[src/include/fpmul_params.svh]
`ifndef FPMUL_PARAMS_SVH
`define FPMUL_PARAMS_SVH

////////////////////////////////////////
// Result queue
////////////////////////////////////////
`define FPMUL_Q_DEPTH 4

////////////////////////////////////////
// Bus word addresses
////////////////////////////////////////
`define FPMUL_ADR_A    2'd0
`define FPMUL_ADR_B    2'd1
`define FPMUL_ADR_RES  2'd2
`define FPMUL_ADR_STAT 2'd3

// Canonical quiet NaN
`define FPMUL_QNAN 32'h7FC0_0000

`endif

[src/source/fpmul_pkg.sv]
package fpmul_pkg;

  ////////////////////////////////////////
  // Field widths
  ////////////////////////////////////////
  typedef logic [31:0]        fp_word_t;  // Float or bus word
  typedef logic [7:0]         fp_exp_t;   // Biased exponent
  typedef logic [22:0]        fp_man_t;   // Stored fraction
  typedef logic [23:0]        sig_t;      // With hidden bit
  typedef logic [47:0]        prod_t;     // Significand product
  typedef logic signed [9:0]  sexp_t;     // Unbiased exponent

  typedef enum logic [2:0] {
    cls_zero,
    cls_sub,
    cls_inf,
    cls_nan,
    cls_norm
  } fp_class_e;

  ////////////////////////////////////////
  // Wishbone classic
  ////////////////////////////////////////
  typedef struct packed {
    logic       cyc;
    logic       stb;
    logic       we;
    logic [1:0] adr;    // Word address
    fp_word_t   dat_w;
  } wb_req_t;

  typedef struct packed {
    logic     ack;
    fp_word_t dat_r;
  } wb_rsp_t;

  // Stage 1 to stage 2
  typedef struct packed {
    logic     valid;
    logic     sign;       // Product sign
    sig_t     sig_a;
    sig_t     sig_b;
    sexp_t    exp_a;
    sexp_t    exp_b;
    logic     special;    // Bypass the arithmetic
    fp_word_t spec_word;
  } unpack_t;

  // Stage 2 to stage 3
  typedef struct packed {
    logic     valid;
    logic     sign;
    prod_t    prod;
    sexp_t    exp_sum;
    logic     special;
    fp_word_t spec_word;
  } product_t;

endpackage

[src/source/fp_unpack.sv]
`timescale 1ns/1ps
`include "fpmul_params.svh"

module fp_unpack import fpmul_pkg::*; (
  input  logic     clk,
  input  logic     rst_n,
  input  logic     issue,
  input  fp_word_t op_a,
  input  fp_word_t op_b,
  output unpack_t  stage_out
);

  fp_class_e cls_a, cls_b;
  logic      sign;
  logic      any_nan, any_inf, any_zero;
  fp_word_t  spec_word;

  function automatic fp_class_e classify(input fp_exp_t e, input fp_man_t m);
    if (e == '0) return (m == '0) ? cls_zero : cls_sub;
    if (e == '1) return (m == '0) ? cls_inf : cls_nan;
    return cls_norm;
  endfunction

  // Subnormals sit at the minimum exponent
  function automatic sexp_t unbias(input fp_exp_t e, input fp_class_e c);
    return (c == cls_sub) ? -10'sd126 : $signed({2'b00, e}) - 10'sd127;
  endfunction

  assign cls_a = classify(op_a[30:23], op_a[22:0]);
  assign cls_b = classify(op_b[30:23], op_b[22:0]);
  assign sign  = op_a[31] ^ op_b[31];

  assign any_nan  = (cls_a == cls_nan)  || (cls_b == cls_nan);
  assign any_inf  = (cls_a == cls_inf)  || (cls_b == cls_inf);
  assign any_zero = (cls_a == cls_zero) || (cls_b == cls_zero);

  assign spec_word = (any_nan || (any_inf && any_zero)) ? `FPMUL_QNAN :  // 0 * inf too
                     any_inf                            ? {sign, 8'hff, 23'h0} :
                                                          {sign, 31'h0};

  always_ff @(posedge clk) begin
    if (!rst_n) stage_out.valid <= 1'b0;
    else        stage_out.valid <= issue;
    if (issue) begin
      stage_out.sign      <= sign;
      stage_out.sig_a     <= {op_a[30:23] != '0, op_a[22:0]};  // Hidden bit
      stage_out.sig_b     <= {op_b[30:23] != '0, op_b[22:0]};
      stage_out.exp_a     <= unbias(op_a[30:23], cls_a);
      stage_out.exp_b     <= unbias(op_b[30:23], cls_b);
      stage_out.special   <= any_nan || any_inf || any_zero;
      stage_out.spec_word <= spec_word;
    end
  end

endmodule

[src/source/fp_mant_mul.sv]
`timescale 1ns/1ps

module fp_mant_mul import fpmul_pkg::*; (
  input  logic     clk,
  input  logic     rst_n,
  input  unpack_t  stage_in,
  output product_t stage_out
);

  prod_t prod;
  sexp_t exp_sum;

  ////////////////////////////////////////
  // Significand product, exponent sum
  ////////////////////////////////////////
  // Product is 2.46 fixed point, value in [0, 4)
  assign prod = prod_t'(stage_in.sig_a) * prod_t'(stage_in.sig_b);

  // Range -252 to 254 fits the signed width
  assign exp_sum = stage_in.exp_a + stage_in.exp_b;

  always_ff @(posedge clk) begin
    if (!rst_n) begin
      stage_out.valid <= 1'b0;
    end else begin
      stage_out.valid <= stage_in.valid;
    end
    if (stage_in.valid) begin
      stage_out.sign      <= stage_in.sign;
      stage_out.prod      <= prod;
      stage_out.exp_sum   <= exp_sum;
      stage_out.special   <= stage_in.special;    // Pass through
      stage_out.spec_word <= stage_in.spec_word;
    end
  end

endmodule

[src/source/fp_norm_round.sv]
`timescale 1ns/1ps

module fp_norm_round import fpmul_pkg::*; (
  input  logic     clk,
  input  logic     rst_n,
  input  product_t stage_in,
  output logic     res_valid,
  output fp_word_t res_word
);

  logic [5:0]         lead_sh;    // Left shift to put the leading one at bit 47
  prod_t              norm_p;
  prod_t              den_p;
  logic signed [10:0] e_norm;     // Unbiased exponent after normalizing
  logic signed [10:0] den_amt;
  logic signed [10:0] exp_base;
  logic signed [10:0] exp_fin;
  logic               is_sub;
  logic               flush;
  logic               guard;
  logic [24:0]        rnd;
  fp_exp_t            exp_field;
  fp_man_t            frac;
  fp_word_t           result;

  ////////////////////////////////////////
  // Leading one detect
  ////////////////////////////////////////
  always_comb begin
    lead_sh = '0;
    for (int i = 0; i < 48; i++) begin
      if (stage_in.prod[i]) lead_sh = 6'(47 - i);  // Highest set bit wins
    end
  end

  ////////////////////////////////////////
  // Normalize, denormalize, round
  ////////////////////////////////////////
  always_comb begin
    norm_p = stage_in.prod << lead_sh;
    // Bit 47 of the product weighs 2^1
    e_norm = $signed({stage_in.exp_sum[9], stage_in.exp_sum}) + 11'sd1
             - $signed({5'b0, lead_sh});

    is_sub  = e_norm < -11'sd126;
    den_amt = -11'sd126 - e_norm;
    flush   = is_sub && (den_amt > 11'sd24);  // Below half the smallest subnormal
    den_p   = is_sub ? (norm_p >> den_amt) : norm_p;

    guard = den_p[23];
    rnd   = {1'b0, den_p[47:24]} + 25'(guard);  // Ties away from zero

    exp_base = is_sub ? 11'sd1 : e_norm + 11'sd127;
    if (rnd[24]) begin
      frac    = rnd[23:1];                  // Carry out, renormalize
      exp_fin = exp_base + 11'sd1;
    end else begin
      frac    = rnd[22:0];
      exp_fin = rnd[23] ? exp_base : 11'sd0;  // Subnormal may round up to normal
    end
    exp_field = exp_fin[7:0];

    if (stage_in.special) begin
      result = stage_in.spec_word;
    end else if (exp_fin > 11'sd254) begin
      result = {stage_in.sign, 8'hff, 23'h0};  // Overflow to infinity
    end else if (flush) begin
      result = {stage_in.sign, 31'h0};
    end else begin
      result = {stage_in.sign, exp_field, frac};
    end
  end

  always_ff @(posedge clk) begin
    if (!rst_n) begin
      res_valid <= 1'b0;
    end else begin
      res_valid <= stage_in.valid;
    end
    if (stage_in.valid) res_word <= result;
  end

endmodule

[src/source/fpmul_wb_regs.sv]
`timescale 1ns/1ps
`include "fpmul_params.svh"

module fpmul_wb_regs import fpmul_pkg::*; (
  input  logic     clk,
  input  logic     rst_n,
  input  wb_req_t  wb_req,
  output wb_rsp_t  wb_rsp,
  output logic     issue,
  output fp_word_t op_a,
  output fp_word_t op_b,
  input  logic     res_valid,
  input  fp_word_t res_word
);

  localparam int PTR_W = $clog2(`FPMUL_Q_DEPTH);
  localparam int CNT_W = $clog2(`FPMUL_Q_DEPTH + 1);

  logic             ack_q;
  fp_word_t         dat_r_q;
  fp_word_t         a_q, b_q;
  fp_word_t         queue_mem [`FPMUL_Q_DEPTH];
  logic [PTR_W-1:0] wr_ptr, rd_ptr;
  logic [CNT_W-1:0] q_count, in_flight;
  logic             req, b_write, room_full, accept, pop;
  fp_word_t         stat_word, rd_data;

  ////////////////////////////////////////
  // Bus decode
  ////////////////////////////////////////
  assign req       = wb_req.cyc && wb_req.stb && !ack_q;  // One ack per request
  assign b_write   = req && wb_req.we && (wb_req.adr == `FPMUL_ADR_B);
  assign room_full = ({1'b0, q_count} + {1'b0, in_flight}) == `FPMUL_Q_DEPTH;
  assign accept    = req && !(b_write && room_full);     // Hold B until room
  assign issue     = b_write && !room_full;
  assign pop       = accept && !wb_req.we && (wb_req.adr == `FPMUL_ADR_RES) &&
                     (q_count != '0);

  assign op_a = a_q;
  assign op_b = issue ? wb_req.dat_w : b_q;  // New B enters stage 1 this edge

  always_comb begin
    stat_word                = '0;
    stat_word[CNT_W-1:0]     = q_count;
    stat_word[8]             = in_flight != '0;  // Busy
    case (wb_req.adr)
      `FPMUL_ADR_A:   rd_data = a_q;
      `FPMUL_ADR_B:   rd_data = b_q;
      `FPMUL_ADR_RES: rd_data = (q_count != '0) ? queue_mem[rd_ptr] : '0;
      default:        rd_data = stat_word;
    endcase
  end

  ////////////////////////////////////////
  // Control state
  ////////////////////////////////////////
  always_ff @(posedge clk) begin
    if (!rst_n) begin
      ack_q     <= 1'b0;
      in_flight <= '0;
      q_count   <= '0;
      wr_ptr    <= '0;
      rd_ptr    <= '0;
    end else begin
      ack_q <= accept;
      if (issue && !res_valid)      in_flight <= in_flight + 1'b1;
      else if (!issue && res_valid) in_flight <= in_flight - 1'b1;
      if (res_valid) wr_ptr <= wr_ptr + 1'b1;  // Wraps with the power of two depth
      if (pop)       rd_ptr <= rd_ptr + 1'b1;
      if (res_valid && !pop)      q_count <= q_count + 1'b1;
      else if (!res_valid && pop) q_count <= q_count - 1'b1;
    end
  end

  // Operands, queue storage and read data
  always_ff @(posedge clk) begin
    if (res_valid) queue_mem[wr_ptr] <= res_word;
    if (accept && wb_req.we && (wb_req.adr == `FPMUL_ADR_A)) a_q <= wb_req.dat_w;
    if (issue) b_q <= wb_req.dat_w;
    if (accept && !wb_req.we) dat_r_q <= rd_data;
  end

  assign wb_rsp.ack   = ack_q;
  assign wb_rsp.dat_r = dat_r_q;

endmodule

[src/source/fpmul_top.sv]
`timescale 1ns/1ps

module fpmul_top import fpmul_pkg::*; (
  input  logic    clk,
  input  logic    rst_n,
  input  wb_req_t wb_req,
  output wb_rsp_t wb_rsp
);

  logic     issue;
  fp_word_t op_a, op_b;
  unpack_t  s1;         // Unpack to multiply
  product_t s2;         // Multiply to normalize
  logic     res_valid;
  fp_word_t res_word;

  fpmul_wb_regs regs_i (
    .clk, .rst_n,
    .wb_req, .wb_rsp,
    .issue, .op_a, .op_b,
    .res_valid, .res_word
  );

  fp_unpack unpack_i (
    .clk, .rst_n, .issue, .op_a, .op_b,
    .stage_out (s1)
  );

  fp_mant_mul mul_i (
    .clk, .rst_n,
    .stage_in  (s1),
    .stage_out (s2)
  );

  fp_norm_round norm_i (
    .clk, .rst_n,
    .stage_in  (s2),
    .res_valid, .res_word
  );

endmodule

[config.mk]
export PLATFORM = sky130hd
export DESIGN_NAME = fpmul_top
export DESIGN_NICKNAME = d
export VERILOG_FILES = /design/src/source/fpmul_pkg.sv /design/src/source/fp_unpack.sv /design/src/source/fp_mant_mul.sv /design/src/source/fp_norm_round.sv /design/src/source/fpmul_wb_regs.sv /design/src/source/fpmul_top.sv
export VERILOG_INCLUDE_DIRS = /design/src /design/src/include
export SDC_FILE = /design/constraint.sdc
export NUM_CORES = 2
export LEC_CHECK = 0
export BUFFER_PORTS_ARGS = -buffer_cell sky130_fd_sc_hd__buf_2
export CAP_MARGIN = 10
export CELL_PAD_IN_SITES_DETAIL_PLACEMENT = 0
export CELL_PAD_IN_SITES_GLOBAL_PLACEMENT = 1
export CORE_UTILIZATION = 24
export CTS_CLUSTER_DIAMETER = 50
export DETAILED_ROUTE_END_ITERATION = 12
export GPL_TIMING_DRIVEN = 0
export PLACE_DENSITY_LB_ADDON = 0.12
export SLEW_MARGIN = 20
export SYNTH_ARGS = -nofsm -noshare
export SYNTH_HDL_FRONTEND = slang
export SYNTH_SLANG_ARGS = --single-unit
export TNS_END_PERCENT = 100
[constraint.sdc]
create_clock -name clk -period 15.2 [get_ports clk]
set_input_delay 3.8 -clock clk [delete_from_list [all_inputs] [get_ports clk]]
set_output_delay 3.8 -clock clk [all_outputs]
set_load 0.01 [all_outputs]
After elaboration in Yosys (flattened, before gate mapping)
Memory sizes are Yosys's and may differ from the RTL's. A register that Yosys moved wholly into a read port is not among the register bits. Cells that the tools add are included.

$add $sub $neg: 16. Multiply operators: 1. Magnitude comparators: 3. Equality and inequality tests: 11. Shifts and indexed selects: 2. Mux-type cells: 86. Bitwise operators: 1. Reduce and logical (&&, ||, !) cells: 44.

Operator list (count): $mux W6 (48); $mux W32 (3); $pmux W32 S3 (1); $mux W31 (3); $mul A24 B24 Y48 (1); $mux W48 (1); $shl A48 B6 Y48 (1); $shr A48 B11 Y48 (1); $logic_not A23 Y1 (2); $mux W3 (12); $mux W11 (3); $eq A32 B3 Y1 const B (1); $add A24 B1 Y25 (1); $mux W23 (1); $logic_and A1 B1 Y1 (18); $sub A8 B7 Y9 const B (2); $eq A8 B8 Y1 const B (2); $logic_not A8 Y1 (2); $reduce_bool A8 Y1 (2); $eq A3 B2 Y1 const B (4); $mux W1 (12); $add A10 B2 Y11 const B (1); $add A11 B2 Y11 const B (1); $add A11 B8 Y11 const B (1); 21 further kinds (40).

Register bits after elaboration: 336. Bits in writable memories: 128. Word-level logic and storage cells: 189. Memories kept: 1.

Memory list: regs_i.queue_mem (depth 4, bits a word 32, read ports 1, clocked after memory_dff 1, write ports 1, RTL line fpmul_wb_regs.sv:22) `` fp_word_t queue_mem [`FPMUL_Q_DEPTH]; ``.

Depth between registers and ports, before layout
Depth after elaboration: 58. Mapped depth: 43.

By module
From an unflattened synthesis, not the netlist that was laid out.

Cells, all modules: 4627. Area total of the unflattened synthesis: 45586.2 um2.

By module, submodules not included: fp_mant_mul (instances 1, cells each 2339, area each 22226.3 um2, seq. area each 2782.7 um2); fp_norm_round (instances 1, cells each 1639, area each 11230.8 um2, seq. area each 980.9 um2); fpmul_wb_regs (instances 1, cells each 463, area each 9218.8 um2, seq. area each 6666.4 um2); fp_unpack (instances 1, cells each 186, area each 2910.3 um2, seq. area each 2152.1 um2).

Least setup slack after synthesis
OpenSTA, ideal clock, no wires.

Kind: register to register. From: reg mul_i.stage_out[59] (netlist bit). To: reg norm_i.res_word[11] (data pin). Library setup time: 277 ps. Arrival: 8454 ps. Data required time: 14923 ps. Slack: 6470 ps. Stages on the path, launching flop included: 43. Path buffers: 7. Cells stage by stage: edfxtp_1 -> or4_1 -> or3_1 -> a31o_1 -> a21oi_4 -> nand2b_2 -> inv_2 -> buf_6 -> buf_6 -> buf_2 -> ha_1 -> inv_1 -> ha_1 -> inv_1 -> fa_1 -> nand3b_1 -> a21oi_1 -> mux2_2 -> [... 7 more ...] -> clkbuf_1 -> o22ai_1 -> o21ai_0 -> o211ai_1 -> o21ai_0 -> a221o_1 -> a21oi_1 -> ha_1 -> o311ai_1 -> nand4bb_1 -> buf_4 -> o22a_1 -> o22ai_1 -> a22o_1 -> o221ai_1 -> o211ai_2 -> buf_6 -> nor3_2.

Cells in the longest elaborated chain, start to end: 42. Elaborated cells on any way between the ends: 51. Those cells by class: add/sub (5); order compare (3); shift (2); mux (40); reduce/logical (1).

RTL lines: from (decl) (RTL line fp_mant_mul.sv:7) `output product_t stage_out`; $mux W6 (32 in a row) (RTL line fp_norm_round.sv:32) `if (stage_in.prod[i]) lead_sh = 6'(47 - i);`; $sub A11 B7 Y11 (RTL line fp_norm_round.sv:43) `- $signed({5'b0, lead_sh});`; $sub A8 B11 Y11 (RTL line fp_norm_round.sv:46) `den_amt = -11'sd126 - e_norm;`; $shr A48 B11 Y48 (RTL line fp_norm_round.sv:48) `den_p = is_sub ? (norm_p >> den_amt) : norm_p;`; $mux W48 (RTL line fp_norm_round.sv:48); $add A24 B1 Y25 (RTL line fp_norm_round.sv:51) `rnd = {1'b0, den_p[47:24]} + 25'(guard);`; $mux W11 (RTL line fp_norm_round.sv:59) `exp_fin = rnd[23] ? exp_base : 11'sd0;`; $mux W11 (RTL line fp_norm_round.sv:54) `if (rnd[24]) begin`; $gt A11 B9 Y1 (RTL line fp_norm_round.sv:65) `end else if (exp_fin > 11'sd254) begin`; $mux W31 (*) (RTL line fp_norm_round.sv:65); $mux W32 (*) (RTL line fp_norm_round.sv:63) `if (stage_in.special) begin`; to (signal assigned) (RTL line fp_norm_round.sv:80) `if (stage_in.valid) res_word <= result;`; to (decl) (RTL line fp_norm_round.sv:8) `output fp_word_t res_word`.

Mark *: on every way between the ends. The rest lies on a longest branch, timed or not. A chain may end at the register's enable or synchronous reset.

Final worst setup path
From: reg mul_i.stage_out[83] (netlist bit). To: reg norm_i.res_word[8] (data pin).

Cells in the longest elaborated chain, start to end: 18. Elaborated cells on any way between the ends: 27. Those cells by class: add/sub (5); order compare (3); shift (2); mux (16); reduce/logical (1).

RTL lines (RTL line): $mux W6 (8 in a row) (fp_norm_round.sv:32); $sub A11 B7 Y11 (fp_norm_round.sv:43); $sub A8 B11 Y11 (fp_norm_round.sv:46); $shr A48 B11 Y48 (fp_norm_round.sv:48); $mux W48 (fp_norm_round.sv:48); $add A24 B1 Y25 (fp_norm_round.sv:51); $mux W11 (fp_norm_round.sv:59); $mux W11 (fp_norm_round.sv:54); $gt A11 B9 Y1 (fp_norm_round.sv:65); $mux W31 (*) (fp_norm_round.sv:65); $mux W32 (*) (fp_norm_round.sv:63).

Marks and branches as above.

==> results by group <==
Worst hold path
  • HP Class: reg -> reg
  • Hold path cells: 0
  • Worst Hold Path EP: mul_i.stage_out[31]
  • Hold Startpoint: unpack_i.stage_out[31]

Logic synthesis
  • Synth Instances: 4252
  • Net Count, Synth: 4997
  • Synthesis-stage register bit count: 406
  • Cell variety after synth: 114
  • Seq/Total Area, Yosys: 28.16%
  • Synth Warn #: 0
  • Avg Cell Area, Syn: 9.779 um^2
  • Post-Syn Area: 41580 um^2
  • Asr flop ratio synth: 0%
  • Number of flops mapped to enable cells by yosys: 358
  • Ys flop type: edfxtp_1

GRT
  • Initial antenna violation count: 2
  • Global route total overflow: 0
  • Largest net degree at the start of global routing: 56
  • First-pass GRT wire length: 254.0 mm
  • Overall Global Routing Usage: 20.06%
  • Vias in the first global route: 34140

Floorplanning
  • Die W: 418.2 um
  • Core Rows: 152
  • Die height: 418.2 um
  • I/O pin count: 72
  • Die area: 174900 um^2
  • Initial Util: 24.19%
  • Core Area: 171900 um^2

Placement
  • GPL Wtd Cong: 0.9068
  • Cells after DPL: 6648
  • Port Buffers: 70
  • Detail Placement HPWL: 142.6 mm
  • Placed cell areas: 45120 um^2

STA
  • Setup_tns: 0 ns
  • Final count of pins violating max slew: 0
  • Period utilization: 76.15%
  • Least-Margin Pin Slew: 1.322 ns
  • Max-Slew Margin vs Limit: 9.586%
  • Final setup vio count: 0
  • Fmax: 86.39 MHz
  • Clock Skew: 0.03069 ns
  • RSZ-0062 raised after global routing: no
  • Tmin final: 11.57 ns
  • Final Hold Fails: 0

Routing
  • Antenna Nets Post-Route: 0
  • Pre-Repair DR Iteration Count: 6
  • Post-route DRC: 0
  • Top sig layer: met4
  • Vias/cell: 4.895
  • Wire length per cell: 26.17 um
  • Met2 Wirelength: 83.94 mm
  • Metal-1 WL: 81.38 mm
  • Via count: 33020
  • WL met3: 7.730 mm
  • Detailed Route Iter0 Violations: 2978
  • Wirelength, routed: 176.5 mm

Power and ir drop
  • Design Power: 4536 uW
  • Pwr per Cell Area: 97.07 nW/um^2
  • Leak pwr: 0.01886 uW
  • Worst vdd ir: 0.08495 mV

Setup path
  • Worst r2r src: mul_i.stage_out[83]
  • Worst path max stage delay: 0.97 ns
  • Arrival @ worst endpoint: 11.88 ns
  • Critical Setup Path Class: reg -> reg
  • Crit-path max FO: 10
  • Crit. End Element: flop
  • FF-to-FF setup slack: 3.63 ns
  • R2R depth: 40
  • WP data required: 15.51 ns
  • CP max stage cell: nor4_1
  • Reg2reg end: norm_i.res_word[8]
  • Startpoint Class: flop

Layout
  • Non-filler cells, final: 6746
  • Final Cell Area: 46720 um^2
  • Layout cell share with drive strength beyond 1: 8.109%
  • Layout Utilization: 27.18%
  • Layout area overhead: 12.37%
  • Final Net Count: 5133

CTS
  • H-tree levels: 2
  • # resized after CTS: 0
  • Root Buffer: clkbuf_16
  • Total CTS buffers: 48
  • Cts hold-fix bufs: 0
  • Max Root-Sink Buffers: 3
  • Worst-path clk slew: 0.06 ns
  • CTS sink cnt: 406
  • Post-CTS Setup Bufs: 0
  • CTS tree: done
  • Clock Latency Late Sink: 0.61 ns

Job
  • Max cap viols: 0

Run status
  • Outcome: finished clean
==> cells in the mapped netlist (all sizes together), types with 11 or more instances <==
library cell  instances  area share, %
xor2                 42           0.88
mux2                 11           0.30
a221oi               17           0.40
o21ai               126            1.5
edfxtp              358             26
mux4                 36            1.9
a21oi               175            2.2
nand2b               20           0.31
mux2i                73            1.8
dfxtp                48            2.3
nor2b                15           0.23
ha                  219            6.6
and2                225            3.4
nor2                197            1.8
a22oi                15           0.27
a31oi                34           0.54
nand2               651            5.9
or2                  14           0.21
fa                  487             23
o31ai                12           0.22
clkbuf              174            1.6
nand4                30           0.47
a2111oi              15           0.42
a211oi               36           0.73
nor4                 56            1.1
o21bai               15           0.27
o211ai               20           0.39
xnor2                72            1.5
and3                 30           0.45
o22ai                46           0.71
nor3                 89            1.2
o21a                 15           0.27
buf                  43           0.63
or3                  15           0.23
inv                 561            5.1
a21o                 26           0.47
nand3                85            1.1
==> where the power goes <==
group          leakage, uW  switching, uW  total (uW)  internal, uW
combinational       0.0145           1230        2020           790
sequential         0.00365           30.5        1360          1330
clock             0.000755            508        1150           641
==> kinds of logic (layout without fill, tap and decap cells) <==
kind of cell / after synthesis / count (layout) / synth area share, %
xor gates and xnor gates: 115 / 115 / 2.473
adders and majority gates: 706 / 706 / 30.04
and+or+nand+nor: 1456 / 1456 / 16.94
DFF: 406 / 406 / 28.16
other: 0 / 9 / 0
muxes: 120 / 120 / 4.005
AOI/OAI and AO/OA: 670 / 670 / 11.09
buffers and inverters: 779 / 954 / 7.285
==> metrics by stage <==
stage          hold slack [ns]  worst slack [ns]
6_report                0.4227             3.625
5_1_grt                 0.4151             2.876
4_1_cts                 0.4159             3.543
3_5_place_dp            0.4065             3.574
3_3_place_gp            0.4023             3.411
2_1_floorplan           0.4003             6.470
==> layout by cell type, fill, tap and decap left out, types with 77 or more instances in the layout <==
cell      count
and2_1      220
edfxtp_1    358
fa_1        487
nand2_1     648
clkbuf_1    178
nand3_1      84
a21oi_1     172
ha_1        219
nor3_1       77
nor2_1      192
o21ai_0     112
buf_2        95
inv_1       555
==> state kept, by name (all words and copies together) (netlist names), 32 cells and up, named ones only <==
name,flops
mul_i.stage_out,64
regs_i.dat_r_q,32
norm_i.res_word,32
regs_i.queue_mem,128
regs_i.b_q,32
regs_i.op_a,32
unpack_i.stage_out,72
==> critical path: cells and delay by family (launching register included) <==
family	cells	cell delay, ns
AO/OA/AOI/OAI	14	3.99
AND/OR/NAND/NOR	9	3.24
buffers and inverters	10	1.77
adder cells (fa/ha/maj)	5	1.39
multiplexers	1	0.40
flip-flops	1	0.37
XOR/XNOR	1	0.08
==> metal layers <==
metal | vias up | track usage [%]
met4 | 0 | 3.998
li1 | 14730 | -
met2 | 975 | 33.28
met5 | - | 0
met1 | 17150 | 28.10
met3 | 166 | 2.143
==> worst max path at each step <==
stage                        startpoint             endpoint  depth (start not counted)
floorplan           mul_i.stage_out[59]  norm_i.res_word[11]                         42
global placement    mul_i.stage_out[80]   norm_i.res_word[8]                         40
detailed placement  mul_i.stage_out[80]   norm_i.res_word[8]                         39
CTS                 mul_i.stage_out[80]   norm_i.res_word[8]                         39
global route        mul_i.stage_out[80]   norm_i.res_word[8]                         40
finish              mul_i.stage_out[83]   norm_i.res_word[8]                         40
==> cell type report <==
cell class	count	area [um^2]
diodes	9	22.52
plain buffers	217	920.9
clock buffers	56	1251
clock inverters	33	334.1
fillers	18580	125200
inverters	562	2112
multi-input cells	3067	26900
flip-flops and latches	406	11720
well taps	2310	2890
repair buffers	86	578.1
Note: power is estimated with default switching activity, not from simulation.
